File: config.mk
export PLATFORM = sky130hd
export DESIGN_NAME = lsu_replay_top
export DESIGN_NICKNAME = d
export VERILOG_FILES = /design/src/lsu_cfg_pkg.sv /design/src/lsu_haz_pkg.sv /design/src/replay_head_if.sv /design/src/lsu_replay_top.sv /design/src/replay_release_ctrl.sv /design/src/replay_pace_timer.sv /design/src/replay_entry_ring.sv
export SDC_FILE = /design/constraint.sdc
export NUM_CORES = 1
export LEC_CHECK = 0
export ABC_AREA = 1
export ABC_CLOCK_PERIOD_IN_PS = 4600
export BUFFER_PORTS_ARGS = -buffer_cell sky130_fd_sc_hd__buf_4
export CORE_MARGIN = 1.5
export CORE_UTILIZATION = 58
export CTS_BUF_LIST = sky130_fd_sc_hd__clkbuf_16
export CTS_CLUSTER_SIZE = 24
export DETAILED_ROUTE_END_ITERATION = 8
export GPL_ROUTABILITY_DRIVEN = 0
export HOLD_SLACK_MARGIN = 0.02
export PLACE_DENSITY_LB_ADDON = 0.12
export SYNTH_ARGS = -nofsm -noshare
export SYNTH_HDL_FRONTEND = slang
export SYNTH_SLANG_ARGS = --single-unit
File: constraint.sdc
create_clock -name i_clk -period 4.6 [get_ports i_clk]
set_input_delay 1.15 -clock i_clk [delete_from_list [all_inputs] [get_ports i_clk]]
set_output_delay 1.15 -clock i_clk [all_outputs]
set_load 0.005 [all_outputs]
File: src/lsu_cfg_pkg.sv
// sizes of the surrounding LSU; grp ids are one-hot, the miss unit must be smaller than the store queue
package lsu_cfg_pkg;

  // --------------------
  // reorder buffer ids
  // --------------------

  localparam int CMT_ID_W = 5;
  typedef logic [CMT_ID_W-1:0] cmt_id_t;

  // one bit per slot of a commit block
  localparam int GRP_W = 4;
  typedef logic [GRP_W-1:0] grp_id_t;

  // --------------------
  // hazard sources
  // --------------------

  // store queue entries
  localparam int STQ_SIZE = 8;

  // miss unit entries, fewer than the store queue
  localparam int MISSU_SIZE = 4;

  // --------------------
  // access payload
  // --------------------

  // opaque tag handed back to the pipeline on replay
  localparam int PAYLOAD_W = 16;

endpackage
File: src/lsu_haz_pkg.sv
// hazard encodings of a parked access; the index word is only meaningful together with the type
package lsu_haz_pkg;

  // --------------------
  // hazard type
  // --------------------

  // codes 5 to 7 are unused and never released by rule
  typedef enum logic [2:0] {
    HAZ_STQ_NONFWD     = 3'd0,
    HAZ_RMW_ORDER      = 3'd1,
    HAZ_L1D_CONFLICT   = 3'd2,
    HAZ_MISSU_FULL     = 3'd3,
    HAZ_MISSU_ASSIGNED = 3'd4
  } haz_typ_e;

  // --------------------
  // hazard index
  // --------------------

  // miss unit reading, right aligned in the index word
  typedef struct packed {
    logic [lsu_cfg_pkg::STQ_SIZE-lsu_cfg_pkg::MISSU_SIZE-1:0] pad;
    logic [lsu_cfg_pkg::MISSU_SIZE-1:0]                       missu_oh;
  } missu_index_t;

  // store queue one-hot or miss unit one-hot, picked by the type
  typedef union packed {
    logic [lsu_cfg_pkg::STQ_SIZE-1:0] stq_oh;
    missu_index_t                     missu;
  } haz_index_u;

  // one parked access, 27 bits with the default sizes
  typedef struct packed {
    haz_typ_e                          typ;
    haz_index_u                        index;
    logic [lsu_cfg_pkg::PAYLOAD_W-1:0] payload;
  } replay_entry_t;

endpackage

File: src/replay_head_if.sv
// head of the replay queue; contents are held stable until the head is popped
interface replay_head_if #(
  parameter int TIMER_W = 4
);

  // queue not empty
  logic                       head_valid;

  // flushed, to be dropped without a request
  logic                       head_dead;

  // age of the access in the reorder buffer
  lsu_cfg_pkg::cmt_id_t       head_cmt_id;
  lsu_cfg_pkg::grp_id_t       head_grp_id;

  lsu_haz_pkg::replay_entry_t head_entry;

  // push spacing recorded for this entry, 0 when pushed into an empty queue
  logic [TIMER_W-1:0]         head_gap;

  modport ring (
    output head_valid, head_dead, head_cmt_id, head_grp_id, head_entry, head_gap
  );

  modport ctrl (
    input head_valid, head_dead, head_cmt_id, head_grp_id, head_entry, head_gap
  );

endinterface

File: src/lsu_replay_top.sv
// replay queue top; i_haz_valid must stay low while o_full is high, o_req_* valid with o_req_valid
module lsu_replay_top #(
  parameter int REPLAY_DEPTH = 4,
  parameter int TIMER_W      = 4
) (
  input  logic                                 i_clk,
  input  logic                                 i_reset_n,
  input  logic                                 i_haz_valid,
  input  lsu_cfg_pkg::cmt_id_t                 i_haz_cmt_id,
  input  lsu_cfg_pkg::grp_id_t                 i_haz_grp_id,
  input  lsu_haz_pkg::haz_typ_e                i_haz_typ,
  input  lsu_haz_pkg::haz_index_u              i_haz_index,
  input  logic [lsu_cfg_pkg::PAYLOAD_W-1:0]    i_haz_payload,
  output logic                                 o_full,
  input  logic                                 i_flush,
  input  lsu_cfg_pkg::cmt_id_t                 i_rob_head_cmt_id,
  input  lsu_cfg_pkg::grp_id_t                 i_rob_done_grp,
  input  logic                                 i_stbuf_empty,
  input  logic                                 i_missu_full,
  input  logic                                 i_missu_empty,
  input  logic                                 i_missu_resolve_valid,
  input  logic [lsu_cfg_pkg::MISSU_SIZE-1:0]   i_missu_resolve_oh,
  input  logic [lsu_cfg_pkg::MISSU_SIZE-1:0]   i_missu_entry_valids,
  input  logic [lsu_cfg_pkg::STQ_SIZE-1:0]     i_stq_resolve_oh,
  input  logic                                 i_req_ready,
  output logic                                 o_req_valid,
  output lsu_cfg_pkg::cmt_id_t                 o_req_cmt_id,
  output lsu_cfg_pkg::grp_id_t                 o_req_grp_id,
  output lsu_haz_pkg::haz_typ_e                o_req_typ,
  output lsu_haz_pkg::haz_index_u              o_req_index,
  output logic [lsu_cfg_pkg::PAYLOAD_W-1:0]    o_req_payload
);
  import lsu_haz_pkg::*;

  replay_entry_t      w_haz_entry;
  replay_entry_t      w_req_entry;
  logic               w_pop;
  logic               w_push;
  logic               w_empty;
  logic [TIMER_W-1:0] w_push_gap;
  logic [TIMER_W-1:0] w_since_pop;
  logic               w_timed_out;

  replay_head_if #(.TIMER_W(TIMER_W)) head_if ();

  // pack the access on the way in, unpack on the way out
  assign w_haz_entry.typ     = i_haz_typ;
  assign w_haz_entry.index   = i_haz_index;
  assign w_haz_entry.payload = i_haz_payload;
  assign o_req_typ     = w_req_entry.typ;
  assign o_req_index   = w_req_entry.index;
  assign o_req_payload = w_req_entry.payload;

  // --------------------
  // blocks
  // --------------------

  replay_entry_ring #(.REPLAY_DEPTH(REPLAY_DEPTH), .TIMER_W(TIMER_W)) u_ring (
    .i_clk(i_clk), .i_reset_n(i_reset_n),
    .i_haz_valid(i_haz_valid), .i_haz_cmt_id(i_haz_cmt_id),
    .i_haz_grp_id(i_haz_grp_id), .i_haz_entry(w_haz_entry),
    .i_flush(i_flush), .i_pop(w_pop), .i_push_gap(w_push_gap),
    .o_full(o_full), .o_push(w_push), .o_empty(w_empty), .head(head_if.ring)
  );

  replay_pace_timer #(.TIMER_W(TIMER_W)) u_timer (
    .i_clk(i_clk), .i_reset_n(i_reset_n),
    .i_push(w_push), .i_empty(w_empty), .i_pop(w_pop),
    .o_push_gap(w_push_gap), .o_since_pop(w_since_pop), .o_timed_out(w_timed_out)
  );

  replay_release_ctrl #(.TIMER_W(TIMER_W)) u_ctrl (
    .head(head_if.ctrl), .i_since_pop(w_since_pop), .i_timed_out(w_timed_out),
    .i_rob_head_cmt_id(i_rob_head_cmt_id), .i_rob_done_grp(i_rob_done_grp),
    .i_stbuf_empty(i_stbuf_empty), .i_missu_full(i_missu_full),
    .i_missu_empty(i_missu_empty), .i_missu_resolve_valid(i_missu_resolve_valid),
    .i_missu_resolve_oh(i_missu_resolve_oh), .i_missu_entry_valids(i_missu_entry_valids),
    .i_stq_resolve_oh(i_stq_resolve_oh), .i_req_ready(i_req_ready),
    .o_pop(w_pop), .o_req_valid(o_req_valid), .o_req_cmt_id(o_req_cmt_id),
    .o_req_grp_id(o_req_grp_id), .o_req_entry(w_req_entry)
  );

endmodule

File: src/replay_release_ctrl.sv
// release decision is purely combinational; grp ids must be one-hot for the oldest check
module replay_release_ctrl #(
  parameter int TIMER_W = 4
) (
  replay_head_if.ctrl                           head,
  input  logic [TIMER_W-1:0]                    i_since_pop,
  input  logic                                  i_timed_out,
  input  lsu_cfg_pkg::cmt_id_t                  i_rob_head_cmt_id,
  input  lsu_cfg_pkg::grp_id_t                  i_rob_done_grp,
  input  logic                                  i_stbuf_empty,
  input  logic                                  i_missu_full,
  input  logic                                  i_missu_empty,
  input  logic                                  i_missu_resolve_valid,
  input  logic [lsu_cfg_pkg::MISSU_SIZE-1:0]    i_missu_resolve_oh,
  input  logic [lsu_cfg_pkg::MISSU_SIZE-1:0]    i_missu_entry_valids,
  input  logic [lsu_cfg_pkg::STQ_SIZE-1:0]      i_stq_resolve_oh,
  input  logic                                  i_req_ready,
  output logic                                  o_pop,
  output logic                                  o_req_valid,
  output lsu_cfg_pkg::cmt_id_t                  o_req_cmt_id,
  output lsu_cfg_pkg::grp_id_t                  o_req_grp_id,
  output lsu_haz_pkg::replay_entry_t            o_req_entry
);
  import lsu_cfg_pkg::*;
  import lsu_haz_pkg::*;

  grp_id_t                 w_below_mask;
  logic                    w_head_oldest;
  logic                    w_pace_release;
  logic                    w_haz_release;
  logic                    w_release;
  logic [MISSU_SIZE-1:0]   w_missu_oh;

  // one-hot minus one gives every older slot of the block
  assign w_below_mask  = head.head_grp_id - 1'b1;
  assign w_head_oldest = (i_rob_head_cmt_id == head.head_cmt_id) &&
                         ((i_rob_done_grp & w_below_mask) == w_below_mask);
  assign w_missu_oh    = head.head_entry.index.missu.missu_oh;

  // replay at the spacing of arrival, or after a full timeout
  assign w_pace_release = ((head.head_gap != '0) && (i_since_pop == head.head_gap)) ||
                          ((head.head_gap == '0) && i_timed_out);

  // --------------------
  // hazard rules
  // --------------------

  always_comb begin
    case (head.head_entry.typ)
      HAZ_STQ_NONFWD:     w_haz_release = (head.head_entry.index.stq_oh & ~i_stq_resolve_oh) == '0;
      HAZ_RMW_ORDER:      w_haz_release = w_head_oldest & i_stbuf_empty & i_missu_empty;
      HAZ_L1D_CONFLICT:   w_haz_release = 1'b1;
      HAZ_MISSU_FULL:     w_haz_release = ~i_missu_full;
      // resolved, or the miss entry went away
      HAZ_MISSU_ASSIGNED: w_haz_release = (i_missu_resolve_valid &&
                                           (i_missu_resolve_oh == w_missu_oh)) ||
                                          ((w_missu_oh & i_missu_entry_valids) == '0);
      default:            w_haz_release = 1'b0;
    endcase
  end

  // dead heads leave without a request
  assign w_release   = head.head_valid &
                       (head.head_dead | w_pace_release | w_haz_release);
  assign o_req_valid = w_release & ~head.head_dead;
  assign o_pop       = w_release & (i_req_ready | head.head_dead);

  assign o_req_cmt_id = head.head_cmt_id;
  assign o_req_grp_id = head.head_grp_id;
  assign o_req_entry  = head.head_entry;

endmodule

File: src/replay_pace_timer.sv
// pacing counters saturate at all ones, so spacings of 2**TIMER_W-1 cycles or more look equal
module replay_pace_timer #(
  parameter int TIMER_W = 4
) (
  input  logic               i_clk,
  input  logic               i_reset_n,
  input  logic               i_push,
  input  logic               i_empty,
  input  logic               i_pop,
  output logic [TIMER_W-1:0] o_push_gap,
  output logic [TIMER_W-1:0] o_since_pop,
  output logic               o_timed_out
);

  logic [TIMER_W-1:0] r_push_gap;
  logic [TIMER_W-1:0] r_since_pop;

  // cycles since the previous push, restarted while nothing is queued
  always_ff @(posedge i_clk or negedge i_reset_n) begin
    if (!i_reset_n) begin
      r_push_gap <= '0;
    end else if (i_empty || i_push) begin
      r_push_gap <= TIMER_W'(1);
    end else if (!(&r_push_gap)) begin
      r_push_gap <= r_push_gap + 1'b1;
    end
  end

  // cycles since the last pop
  always_ff @(posedge i_clk or negedge i_reset_n) begin
    if (!i_reset_n) begin
      r_since_pop <= '0;
    end else if (i_pop) begin
      r_since_pop <= TIMER_W'(1);
    end else if (!(&r_since_pop)) begin
      r_since_pop <= r_since_pop + 1'b1;
    end
  end

  // first entry of a burst has no predecessor to pace against
  assign o_push_gap  = i_empty ? '0 : r_push_gap;
  assign o_since_pop = r_since_pop;
  assign o_timed_out = &r_since_pop;

endmodule

File: src/replay_entry_ring.sv
// in-order entry storage; a push while o_full is high is dropped, i_pop only while the head is valid
module replay_entry_ring #(
  parameter int REPLAY_DEPTH = 4,
  parameter int TIMER_W      = 4
) (
  input  logic                       i_clk,
  input  logic                       i_reset_n,
  input  logic                       i_haz_valid,
  input  lsu_cfg_pkg::cmt_id_t       i_haz_cmt_id,
  input  lsu_cfg_pkg::grp_id_t       i_haz_grp_id,
  input  lsu_haz_pkg::replay_entry_t i_haz_entry,
  input  logic                       i_flush,
  input  logic                       i_pop,
  input  logic [TIMER_W-1:0]         i_push_gap,
  output logic                       o_full,
  output logic                       o_push,
  output logic                       o_empty,
  replay_head_if.ring                head
);
  import lsu_cfg_pkg::*;
  import lsu_haz_pkg::*;

  localparam int PTR_W = (REPLAY_DEPTH > 1) ? $clog2(REPLAY_DEPTH) : 1;

  // pointer advance with wrap at the last slot
  function automatic logic [PTR_W-1:0] ptr_next(input logic [PTR_W-1:0] ptr);
    return (ptr == PTR_W'(REPLAY_DEPTH - 1)) ? '0 : ptr + 1'b1;
  endfunction

  logic [PTR_W-1:0]        r_wr_ptr;
  logic [PTR_W-1:0]        r_rd_ptr;
  logic [REPLAY_DEPTH-1:0] r_valid;
  logic [REPLAY_DEPTH-1:0] r_dead;
  cmt_id_t                 r_cmt_id [REPLAY_DEPTH];
  grp_id_t                 r_grp_id [REPLAY_DEPTH];
  replay_entry_t           r_entry  [REPLAY_DEPTH];
  logic [TIMER_W-1:0]      r_gap    [REPLAY_DEPTH];
  logic                    w_push;

  // a valid slot under the write pointer means every slot is taken
  assign o_full  = r_valid[r_wr_ptr];
  assign o_empty = ~r_valid[r_rd_ptr];
  assign w_push  = i_haz_valid & ~o_full;
  assign o_push  = w_push;

  // --------------------
  // pointers
  // --------------------

  always_ff @(posedge i_clk or negedge i_reset_n) begin
    if (!i_reset_n) begin
      r_wr_ptr <= '0;
      r_rd_ptr <= '0;
    end else begin
      if (w_push) begin
        r_wr_ptr <= ptr_next(r_wr_ptr);
      end
      if (i_pop) begin
        r_rd_ptr <= ptr_next(r_rd_ptr);
      end
    end
  end

  // --------------------
  // slot tags
  // --------------------

  // a new entry is live even when a flush lands on the same edge
  always_ff @(posedge i_clk or negedge i_reset_n) begin
    if (!i_reset_n) begin
      r_valid <= '0;
      r_dead  <= '0;
    end else begin
      for (int i = 0; i < REPLAY_DEPTH; i++) begin
        if (w_push && (r_wr_ptr == PTR_W'(i))) begin
          r_valid[i] <= 1'b1;
          r_dead[i]  <= 1'b0;
        end else if (i_pop && (r_rd_ptr == PTR_W'(i))) begin
          r_valid[i] <= 1'b0;
        end else if (i_flush && r_valid[i]) begin
          r_dead[i] <= 1'b1;
        end
      end
    end
  end

  // payload slots
  always_ff @(posedge i_clk) begin
    if (w_push) begin
      r_cmt_id[r_wr_ptr] <= i_haz_cmt_id;
      r_grp_id[r_wr_ptr] <= i_haz_grp_id;
      r_entry[r_wr_ptr]  <= i_haz_entry;
      r_gap[r_wr_ptr]    <= i_push_gap;
    end
  end

  // head view for the release side
  assign head.head_valid  = r_valid[r_rd_ptr];
  assign head.head_dead   = r_dead[r_rd_ptr];
  assign head.head_cmt_id = r_cmt_id[r_rd_ptr];
  assign head.head_grp_id = r_grp_id[r_rd_ptr];
  assign head.head_entry  = r_entry[r_rd_ptr];
  assign head.head_gap    = r_gap[r_rd_ptr];

endmodule

# After elaboration in Yosys (flattened, before gate mapping)
# Memory sizes are Yosys's and may differ from the RTL's.
# Cells that the tools add are included.
# word_totals
ff_bits	20
ramBits	160
inputBits	70
output_inout_bits	38
word_cells	136
n_memories	4
# memory_table
memory	depth	width	read_ports	rd_ports_with_merged_regs	wr	line_no	text
u_ring.r_entry	4	27	1	0	1	replay_entry_ring.sv:36	replay_entry_t r_entry [REPLAY_DEPTH];
u_ring.r_cmt_id	4	5	1	0	1	replay_entry_ring.sv:34	cmt_id_t r_cmt_id [REPLAY_DEPTH];
u_ring.r_gap	4	4	1	0	1	replay_entry_ring.sv:37	logic [TIMER_W-1:0] r_gap [REPLAY_DEPTH];
u_ring.r_grp_id	4	4	1	0	1	replay_entry_ring.sv:35	grp_id_t r_grp_id [REPLAY_DEPTH];
# op_classes
add_sub_neg	5
magnitude_cmp	2
eq_ne	20
mux	36
bitwise_logic	17
reduce_logical	40
# op_table
cell	n
two-way mux 1 bit	25
two-way mux 4 bit	5
logical AND 1 bit	16
nonzero test 2 bit	8
== test 4 bit	3
inequality test 2 x 1 -> 1 bit (second input constant)	5
adder 4 x 1 -> 4 bit (second input constant)	2
AND 4 bit	2
AND 8 bit	1
== test 2 bit (second input constant)	4
zero test 4 bit	2
zero test 8 bit	1
NOT 8 bit	1
AND reduction 2 bit	4
AND reduction 4 bit	2
AND 1 bit	6
binary-select mux 1 bit (select 2 bit)	3
== test 3 x 2 -> 1 bit (second input constant)	2
less-than comparator 2 x 3 -> 1 bit (second input constant)	2
== test 5 bit	1
case mux 1 bit (5 select lines)	1
adder 2 x 1 -> 2 bit (second input constant)	2
== test 2 x 1 -> 1 bit (second input constant)	2
zero test 2 bit	2
10 further kinds	18

# Depth between registers and ports, before layout
# Gate-level depths: netlist of the first run.
# An unclocked memory read counts as a cell.
# depth
word_depth	14
mapped_depth	21

# By module
# Synthesis of the first run repeated with hierarchy kept, for this count alone.
# hier_totals
hier_cells	691
hier_area_um2	8429.3
# by_module_without_submodules
module	n_inst	cells_each	area_per_inst_um2	seq_area_each_um2
replay_entry_ring	1	478	7176.9	5104.9
replay_release_ctrl	1	154	792.0	0.0
replay_pace_timer	1	59	460.4	200.2

# Worst setup path before layout of the first run
# OpenSTA, ideal clock, no wires.
# synth_path
kind	input -> register
from	input i_haz_valid
to	memory u_ring.r_cmt_id[3][0] (netlist name) (enable)
setup_time_ns	0.439
arrival_time_ns	2.955
required_time_ns	4.161
slack_ns	1.206
cell_stages	2
path_cell_list	nand2_1 nor2_1
# synth_between
elab_chain_cells	3
# synth_rtl
item	line_no	text
from (decl)	lsu_replay_top.sv:8	input logic i_haz_valid,
AND 1 bit	replay_entry_ring.sv:43	assign w_push = i_haz_valid & ~o_full;
two-way mux 1 bit	replay_entry_ring.sv:89	if (w_push) begin
two-way mux 1 bit (not written as such)	replay_entry_ring.sv:90	r_cmt_id[r_wr_ptr] <= i_haz_cmt_id;
to (decl)	replay_entry_ring.sv:34	
# Every way passes these cells.

# Final worst setup path of the first run
# layout_path
from	register u_ring.r_rd_ptr[0]
to	output o_req_valid
# layout_between
elab_chain_cells	11
word_cells_on_any_way	39
cone_classes	add/sub (1); eq/ne (8); mux (5); bitwise (10); reduce/logical (11); memory (4)
# layout_rtl
item	line_no	text
from (decl)	replay_entry_ring.sv:31	logic [PTR_W-1:0] r_rd_ptr;
from (signal assigned)	replay_entry_ring.sv:59	r_rd_ptr <= ptr_next(r_rd_ptr);
memory (4 x 4 bit)	n/a	
subtractor 4 x 1 -> 4 bit	replay_release_ctrl.sv:35	assign w_below_mask = head.head_grp_id - 1'b1;
AND 4 bit	replay_release_ctrl.sv:37	((i_rob_done_grp & w_below_mask) == w_below_mask);
== test 4 bit	replay_release_ctrl.sv:37	
logical AND 1 bit	replay_release_ctrl.sv:36	assign w_head_oldest = (i_rob_head_cmt_id == head.head_cmt_id) &&
AND 1 bit (2 in series)	replay_release_ctrl.sv:51	HAZ_RMW_ORDER: w_haz_release = w_head_oldest & i_stbuf_empty & i_missu_empty;
case mux 1 bit (5 select lines)	replay_release_ctrl.sv:49	case (head.head_entry.typ)
bitwise OR 1 bit	replay_release_ctrl.sv:64	(head.head_dead | w_pace_release | w_haz_release);
AND 1 bit	replay_release_ctrl.sv:63	assign w_release = head.head_valid &
AND 1 bit (*)	replay_release_ctrl.sv:65	assign o_req_valid = w_release & ~head.head_dead;
to (decl)	lsu_replay_top.sv:26	output logic o_req_valid,
# Every way passes the cells marked *; elsewhere a longest branch is shown, timed or not. The select of a mux whose other input is x is not followed.

==> metrics.md, run 1 <==
| Metric | Value |
|---|---|
| Max_cap viols | 0 |
| Die W | 119 um |
| Final Hold Viols | 0 |
| Vias in the first global route | 5161 |
| Metal2 WL | 8010 um |
| Data arrival time of the critical path | 3.02 ns |
| Final setup fails | 0 |
| Clk Latency, worst-skew pair | 0.43 ns |
| Max VDD drop | 0.000374 V |
| TritonCTS Sinks | 180 |
| Setup TNS | 0 ns |
| GRT Overall Usage | 0.239 |
| CTS H-tree depth | 4 |
| WL/cell | 16.2 um |
| Unrepaired setup endpoints after global routing | false |
| Antenna violations before repair | 0 |
| Synthesized Nets | 775 |
| Gate Count Post-Synth | 694 |
| Multi-input logic area | 2080 sq um |
| Clock slew at reported path FFs | 0.06 ns |
| Unique masters post-synth | 31 |
| Clk buf depth | 2 |
| Vias | 5338 |
| Area Overhead vs Synth | 20.3% |
| Max FO, Critical Path | 36 |
| Worst rel slew slack | 0.285 |
| Largest cells by area after synthesis | edfxtp_1, nand2_1, dfrtp_1 |
| PortBufs | 107 |
| Nets | 882 |
| HPWL after DPL | 10000 um |
| ANT cells | 0 |
| Area fraction of the dominant cell type after synthesis | 0.621 |
| DRC Markers | 0 |
| Die Ht | 119 um |
| CTS tree | built |
| WHS Path Cells | 2 |
| Synthesized flop and latch total | 180 |
| Synth warn | 0 |
| Ys flop type | edfxtp_1 |
| Storage cell area | 5310 sq um |
| Netlist Area Pre-Place | 7740 sq um |
| Status | complete, no violations |
| CORE AREA | 13100 sq um |
| Fraction of registers with async set/reset | 0.111 |
| Die area | 14000 sq um |
| DRT Wirelength | 16100 um |
| Io pins | 108 |
| Pin count of the biggest net entering global routing | 50 |
| Post-DR vias/cell | 5.39 |
| Max-slew violation count | 0 |
| Sequential share of the synthesized area | 0.686 |
| Endpoint class of the critical path | primary output |
| Fin crit share | 0.907 |
| Skew final | 0.00707 ns |
| Setup Crit Path Kind | flip-flop to primary output |
| Global-route wire length before repair | 25500 um |
| Setup repair bufs after CTS | 0 |
| Worst reg-to-reg path cell count | 16 |
| Startpoint Class | flip-flop |
| Slew @ Worst Pin | 1.07 ns |
| Cell with the most instances after synthesis | nand2_1 |
| Post-route setup slack | 0.426 ns |
| Pwr Density | 675 nW/um^2 |
| Final Power | 6.29 mW |
| 1st-iter DRT viols | 380 |
| Layout cells sized above 1 | 0.195 |
| Antenna Nets Post-Route | 0 |
| Initial Util | 0.589 |
| # fillers | 958 |
| Commonest cells post-synth | nand2_1, edfxtp_1, nor2_1, nand3_1, inv_1 |
| Metal-1 WL | 6750 um |
| Hold buffers post-CTS | 0 |
| EDFF count, synth | 160 |
| Placement Setup Slack | 0.910 ns |
| Row Count | 42 |
| Overflow after GRT | 0 |
| Critical Path RT | 3.45 ns |
| Tmin final | 4.17 ns |
| Leakage | 3.82 nW |
| HP Class | flip-flop to flip-flop |
| Max Used Layer | met4 |
| Final Util | 0.709 |
| TritonCTS buffer count | 17 |
| Avg Inst Size Synth | 11.2 sq um |
| Synth area leader | edfxtp_1 |
| Fmax | 240 MHz |
| Met3 Wirelength | 1010 um |
| First-pass detailed-route iteration total | 6 |
| Post-CTS resize count | 0 |
| Root Buffer | clkbuf_16 |
==> metal layers <==
metal / vias up / GRT usage
li1: 2599 / -
met4: 0 / 0.0941
met1: 2514 / 0.298
met2: 198 / 0.410
met5: - / 0
met3: 27 / 0.0507
==> flip-flops by register name, summed over array words and instances (netlist names) <==
signal               count
u_ring.r_valid           4
u_timer.r_push_gap       4
u_ring.r_cmt_id         20
u_ring.r_entry         108
u_timer.o_since_pop      4
u_ring.r_grp_id         16
u_ring.r_dead            4
u_ring.r_gap            16
u_ring.r_rd_ptr          2
u_ring.r_wr_ptr          2
==> power by group <==
part | internal [mW] | switching (mW) | total, mW | leakage (nW)
registers | 2.17 | 0.119 | 2.29 | 1.69
clock network | 0.914 | 0.596 | 1.51 | 0.306
logic | 0.908 | 1.58 | 2.49 | 1.82
total | 3.99 | 2.30 | 6.29 | 3.82
==> kinds of logic after synthesis <==
family / after synthesis / synth area share
and+or+nand+nor: 335 / 0.184
adders and majority gates: 11 / 0.0178
buffers and inverters: 84 / 0.0469
xor gates and xnor gates: 8 / 0.00905
DFF: 180 / 0.686
AOI/OAI and AO/OA: 76 / 0.0571
==> placed cells by master, fill, tap and decap left out, types with 8 or more instances in the layout <==
cell / instances
ha_1: 11
edfxtp_1: 160
nand3_1: 66
buf_4: 115
inv_1: 52
a21oi_1: 11
nand2_1: 178
nor2_1: 67
nand3b_1: 8
clkbuf_16: 17
dfrtp_1: 19
o21ai_0: 40
o22ai_1: 16
==> through the flow <==
step	hold slack (ns)	instances	instance area, sq um
after floorplan	0.464	694	7740
after global placement	0.496	958	8680
after detailed placement	0.495	958	8680
after CTS	0.509	990	9310
after global routing	0.534	990	9310
final	0.512	990	9310
==> critical path, stage by stage, from the launching register on <==
cell	delay, ns
dfrtp_2	0.41
inv_2	0.31
buf_4	0.39
buf_4	0.39
nand2_1	0.10
nand3_1	0.08
nand2_1	0.08
nand2_1	0.07
nor2_1	0.05
nor2_1	0.11
nand3_1	0.08
nand2_1	0.06
inv_1	0.06
nand2_4	0.11
nand2_1	0.06
nor2_1	0.10
buf_4	0.12
==> final cells by class <==
cell class / instances / area share
flip-flops and latches: 180 / 0.570
multi-input cells: 430 / 0.223
repair buffers: 115 / 0.0927
clock buffers: 17 / 0.0457
well taps: 176 / 0.0236
inverters: 57 / 0.0230
clock inverters: 15 / 0.0220
==> worst paths after layout <==
kind	from	endpoint	slack, ns
setup / recovery	u_ring.r_rd_ptr[0]	o_req_valid	0.43
max in group asynchronous	i_reset_n	u_ring.r_rd_ptr[0]	3.78
hold reg to reg	u_ring.r_valid[0]	u_ring.r_valid[0]	0.51
hold / removal	u_ring.r_valid[0]	u_ring.r_valid[0]	0.51
min in group asynchronous	i_reset_n	u_ring.r_rd_ptr[1]	0.59
setup reg to reg	u_ring.r_rd_ptr[0]	u_ring.r_dead[3]	1.80
Power figures use the tool's default switching activity.
==> run 2: changes to the inputs <==
ABC_AREA = unset   (was 1)
ABC_CLOCK_PERIOD_IN_PS = 4200   (was 4600)
CORE_UTILIZATION = 57   (was 58)
PLACE_DENSITY_LB_ADDON = 0.08   (was 0.12)
clock period = 4.2 ns   (was 4.6 ns; I/O delays follow)
==> run 2 against run 1 <==
Via count is 24% lower. Sequential share of layout area increased by 0.94 points. Clock-buffer cell count stayed put. Synthesized cell count fell by 44%. Largest cell class unchanged. Highest routed layer unchanged. Power rose by 5.9%. Non-clock buffer count rose by 18. Critical endpoint unchanged.
==> metrics.md, run 2 <==
| Metric | Value |
|---|---|
| Worst rel slew slack | 0.550 (+0.264) |
| CP Buf/Inv Count | 2 (-3) |
| Tmin final | 4.15 ns |
| Final Hold Viols | 0 (unchanged) |
| Synth Area in Compound Gates | 0.0340 (-0.0231) |
| Leakage | 3.33 nW (-13%) |
| Commonest cells post-synth | edfxtp_1, mux4_2, dfrtp_1, nor2_1, xnor2_1 |
| HPWL after DPL | 9550 um (-5.0%) |
| Post-DR vias/cell | 5.70 (+5.7%) |
| Max Used Layer | met4 |
| EDFF count, synth | 160 (unchanged) |
| Fin crit share | 0.989 |
| Post-route setup slack | 0.0459 ns (-0.380 ns) |
| First-pass detailed-route iteration total | 4 (-2) |
| CORE AREA | 12600 sq um (-3.9%) |
| Metal-1 WL | 6100 um (-9.8%) |
| 1st-iter DRT viols | 299 (-21%) |
| Root Buffer | clkbuf_16 |
| Global-route wire length before repair | 22100 um (-13%) |
| Final setup fails | 0 (unchanged) |
| Clock slew at reported path FFs | 0.07 ns (about the same) |
| Max-slew violation count | 0 (unchanged) |
| Largest stage delay, worst path | 0.57 ns (+0.16 ns) |
| DRT Wirelength | 14600 um (-9.4%) |
| Fmax | 241 MHz |
| HP Class | primary input to asynchronous set/reset pin |
| CTS H-tree depth | 4 (unchanged) |
| Worst-path cell chain | buf_6 > mux4_2 > nor2b_4 > a2111oi_4 > a211oi_2 > a311o_1 > and3_4 > nor2_2 > buf_4 |
| Area Overhead vs Synth | 24.4% |
| Slew @ Worst Pin | 0.676 ns (-0.395 ns) |
| Slowest CP cell | mux4_2 |
| Setup Crit Path Kind | flip-flop to primary output |
| Die W | 117 um (-1.5%) |
| Initial Util | 0.584 (-0.00497) |
| Layout cells sized above 1 | 0.408 (+0.212) |
| Clk buf depth | 2 (unchanged) |
| Nets | 610 (-31%) |
| Mux contribution to synthesized area | 0.144 (+0.144) |
| Vias in the first global route | 4113 (-20%) |
| CTS tree | built |
| WL/cell | 20.4 um (+26%) |
| Synth area leader | edfxtp_1 |
| Synth warn | 0 (unchanged) |
| Ys flop type | edfxtp_1 |
| Simple-gate share of the synthesized area | 0.0477 (-0.136) |
| Data arrival time of the critical path | 3.10 ns (+0.08 ns) |
| Clk Latency, worst-skew pair | 0.43 ns (about the same) |
| Antenna violations before repair | 0 (unchanged) |
| Vias | 4070 (-24%) |
| Metal2 WL | 7360 um (-8.1%) |
| ANT cells | 0 (unchanged) |
| Die area | 13600 sq um (-3.0%) |
| Sequential share of the synthesized area | 0.720 (+0.0342) |
| Largest cells by area after synthesis | edfxtp_1, mux4_2, dfrtp_1 |
| Max_cap viols | 0 (unchanged) |
| Avg Inst Size Synth | 18.9 sq um (+70%) |
| TritonCTS buffer count | 17 (unchanged) |
| Reg with most FFs | u_ring.r_entry |
| Synthesized Nets | 470 (-39%) |
| Skew final | 0.00947 ns (+0.00240 ns) |
| Netlist Area Pre-Place | 7370 sq um (-4.8%) |
| Largest register FFs | 108 (unchanged) |
| Cell with the most instances after synthesis | edfxtp_1 |
| Pin count of the biggest net entering global routing | 43 (-14%) |
| Row Count | 41 (-2.4%) |
| Post-Synth Adder-Cell Area | 0.0187 (+0.000888) |
| FF-to-FF setup slack | 1.23 ns (-0.57 ns) |
| Startpoint Class | flip-flop |
| TritonCTS Sinks | 180 (unchanged) |
| Synthesized flop and latch total | 180 (unchanged) |
| Pwr Density | 726 nW/um^2 (+7.5%) |
| Most common cell after layout, fill and taps aside | edfxtp_1 |
| GRT Overall Usage | 0.229 (-0.00977) |
| Largest family of logic cells by synthesized area | multiplexers |
| Final Power | 6.66 mW (+5.9%) |
| Fraction of registers with async set/reset | 0.111 (unchanged) |
| Endpoint class of the critical path | primary output |
| DRC Markers | 0 (unchanged) |
| Met3 Wirelength | 864 um (-14%) |
| Io pins | 108 (unchanged) |
| Die Ht | 117 um (-1.5%) |
| Gate Count Post-Synth | 389 (-44%) |
| Delay-heaviest family, CP | compound AO/OA/AOI/OAI gates |
| Status | complete, no violations |
| Overflow after GRT | 0 (unchanged) |
| Top Registers | u_ring.r_entry (108), u_ring.r_cmt_id (20) |
| Max FO, Critical Path | 6 (-83%) |
| Commonest non-fill, non-tap cells in the layout | edfxtp_1, buf_4, mux4_2 |
| Max VDD drop | 0.000465 V (+24%) |
| Antenna Nets Post-Route | 0 (unchanged) |
| Synth Area in XOR/XNOR | 0.0202 (+0.0111) |
| Critical Path RT | 3.15 ns (-0.30 ns) |
| Area fraction of the dominant cell type after synthesis | 0.652 (+0.0310) |
| Placement Setup Slack | 0.242 ns (-0.668 ns) |
| Unique masters post-synth | 45 (+45%) |
| PortBufs | 107 (unchanged) |
run 2: cell types whose count changed after synthesis, sizes merged, moves of 7 or more:
cell and delta:
o21ai -28, buf -7, xnor2 +14, nand3 -60, a21oi -9, inv -45, nor2 -49, clkbuf -8
o22ai -15, mux2i +8, nand3b -8, nand2 -169, mux4 +41, a31oi +7
run 2: worst reg2reg max path, cell delays in order (launching register included):
cell and delay, ns:
dfrtp_4 0.47, buf_6 0.14, mux4_2 0.57, nor2b_4 0.17, a2111oi_4 0.38, a211oi_2 0.12, a311o_1 0.40, a31oi_4 0.21
mux2_2 0.39
run 2: layout make-up:
type	instances	area [sq um]
well taps	172	215
flip-flops and latches	180	5310
fillers	803	3450
clock inverters	15	158
repair buffers	133	1010
inverters	12	45.0
clock buffers	17	425
multi-input cells	185	2000
run 2: logic make-up (layout without fill, tap and decap cells):
logic type / count (synthesis) / count (layout)
DFF: 180 / 180
and+or+nand+nor: 69 / 69
muxes: 53 / 53
AOI/OAI and AO/OA: 35 / 35
buffers and inverters: 24 / 177
xor gates and xnor gates: 17 / 17
adders and majority gates: 11 / 11
run 2: per-stage QoR:
stage	hold WS (ns)	util	std cells	instance area, sq um	TNS, ns
2_1_floorplan	0.476	-	389	7370	0
4_1_cts	0.483	0.719	707	9070	0
3_3_place_gp	0.504	0.669	671	8450	0
5_1_grt	0.493	0.726	714	9170	-0.0468
6_report	0.492	0.726	714	9170	0
3_5_place_dp	0.502	0.669	671	8450	0
run 2: repair_timing:
item	CTS	global route
setup buffers	4	7
setup endpoints to repair	1	1
gates resized for setup	2	10
hold buffers	0	0
pin swaps	0	7
cloned	0	0
run 2: path summary, 6_finish.rpt:
check,from,endpoint,cells past startpoint
setup / recovery,u_ring.r_rd_ptr[0],o_req_valid,9
hold / removal,i_reset_n,u_ring.r_dead[1],1
setup reg to reg,u_ring.r_rd_ptr[0],u_ring.r_rd_ptr[0],8
hold reg to reg,u_ring.r_dead[0],u_ring.r_dead[0],2
max in group asynchronous,i_reset_n,u_ring.r_rd_ptr[0],1
min in group i_clk,u_ring.r_dead[0],u_ring.r_dead[0],2
run 2: where the power goes:
part	switching [mW]	internal, mW
clock	0.668	0.879
sequential	0.167	2.39
combinational	1.26	1.30
run 2: metal layers:
layer / track usage / vias to the layer above
met3: 0.0763 / 17
met5: 0 / -
met4: 0.0819 / 0
met1: 0.300 / 2083
li1: - / 1850
met2: 0.363 / 120
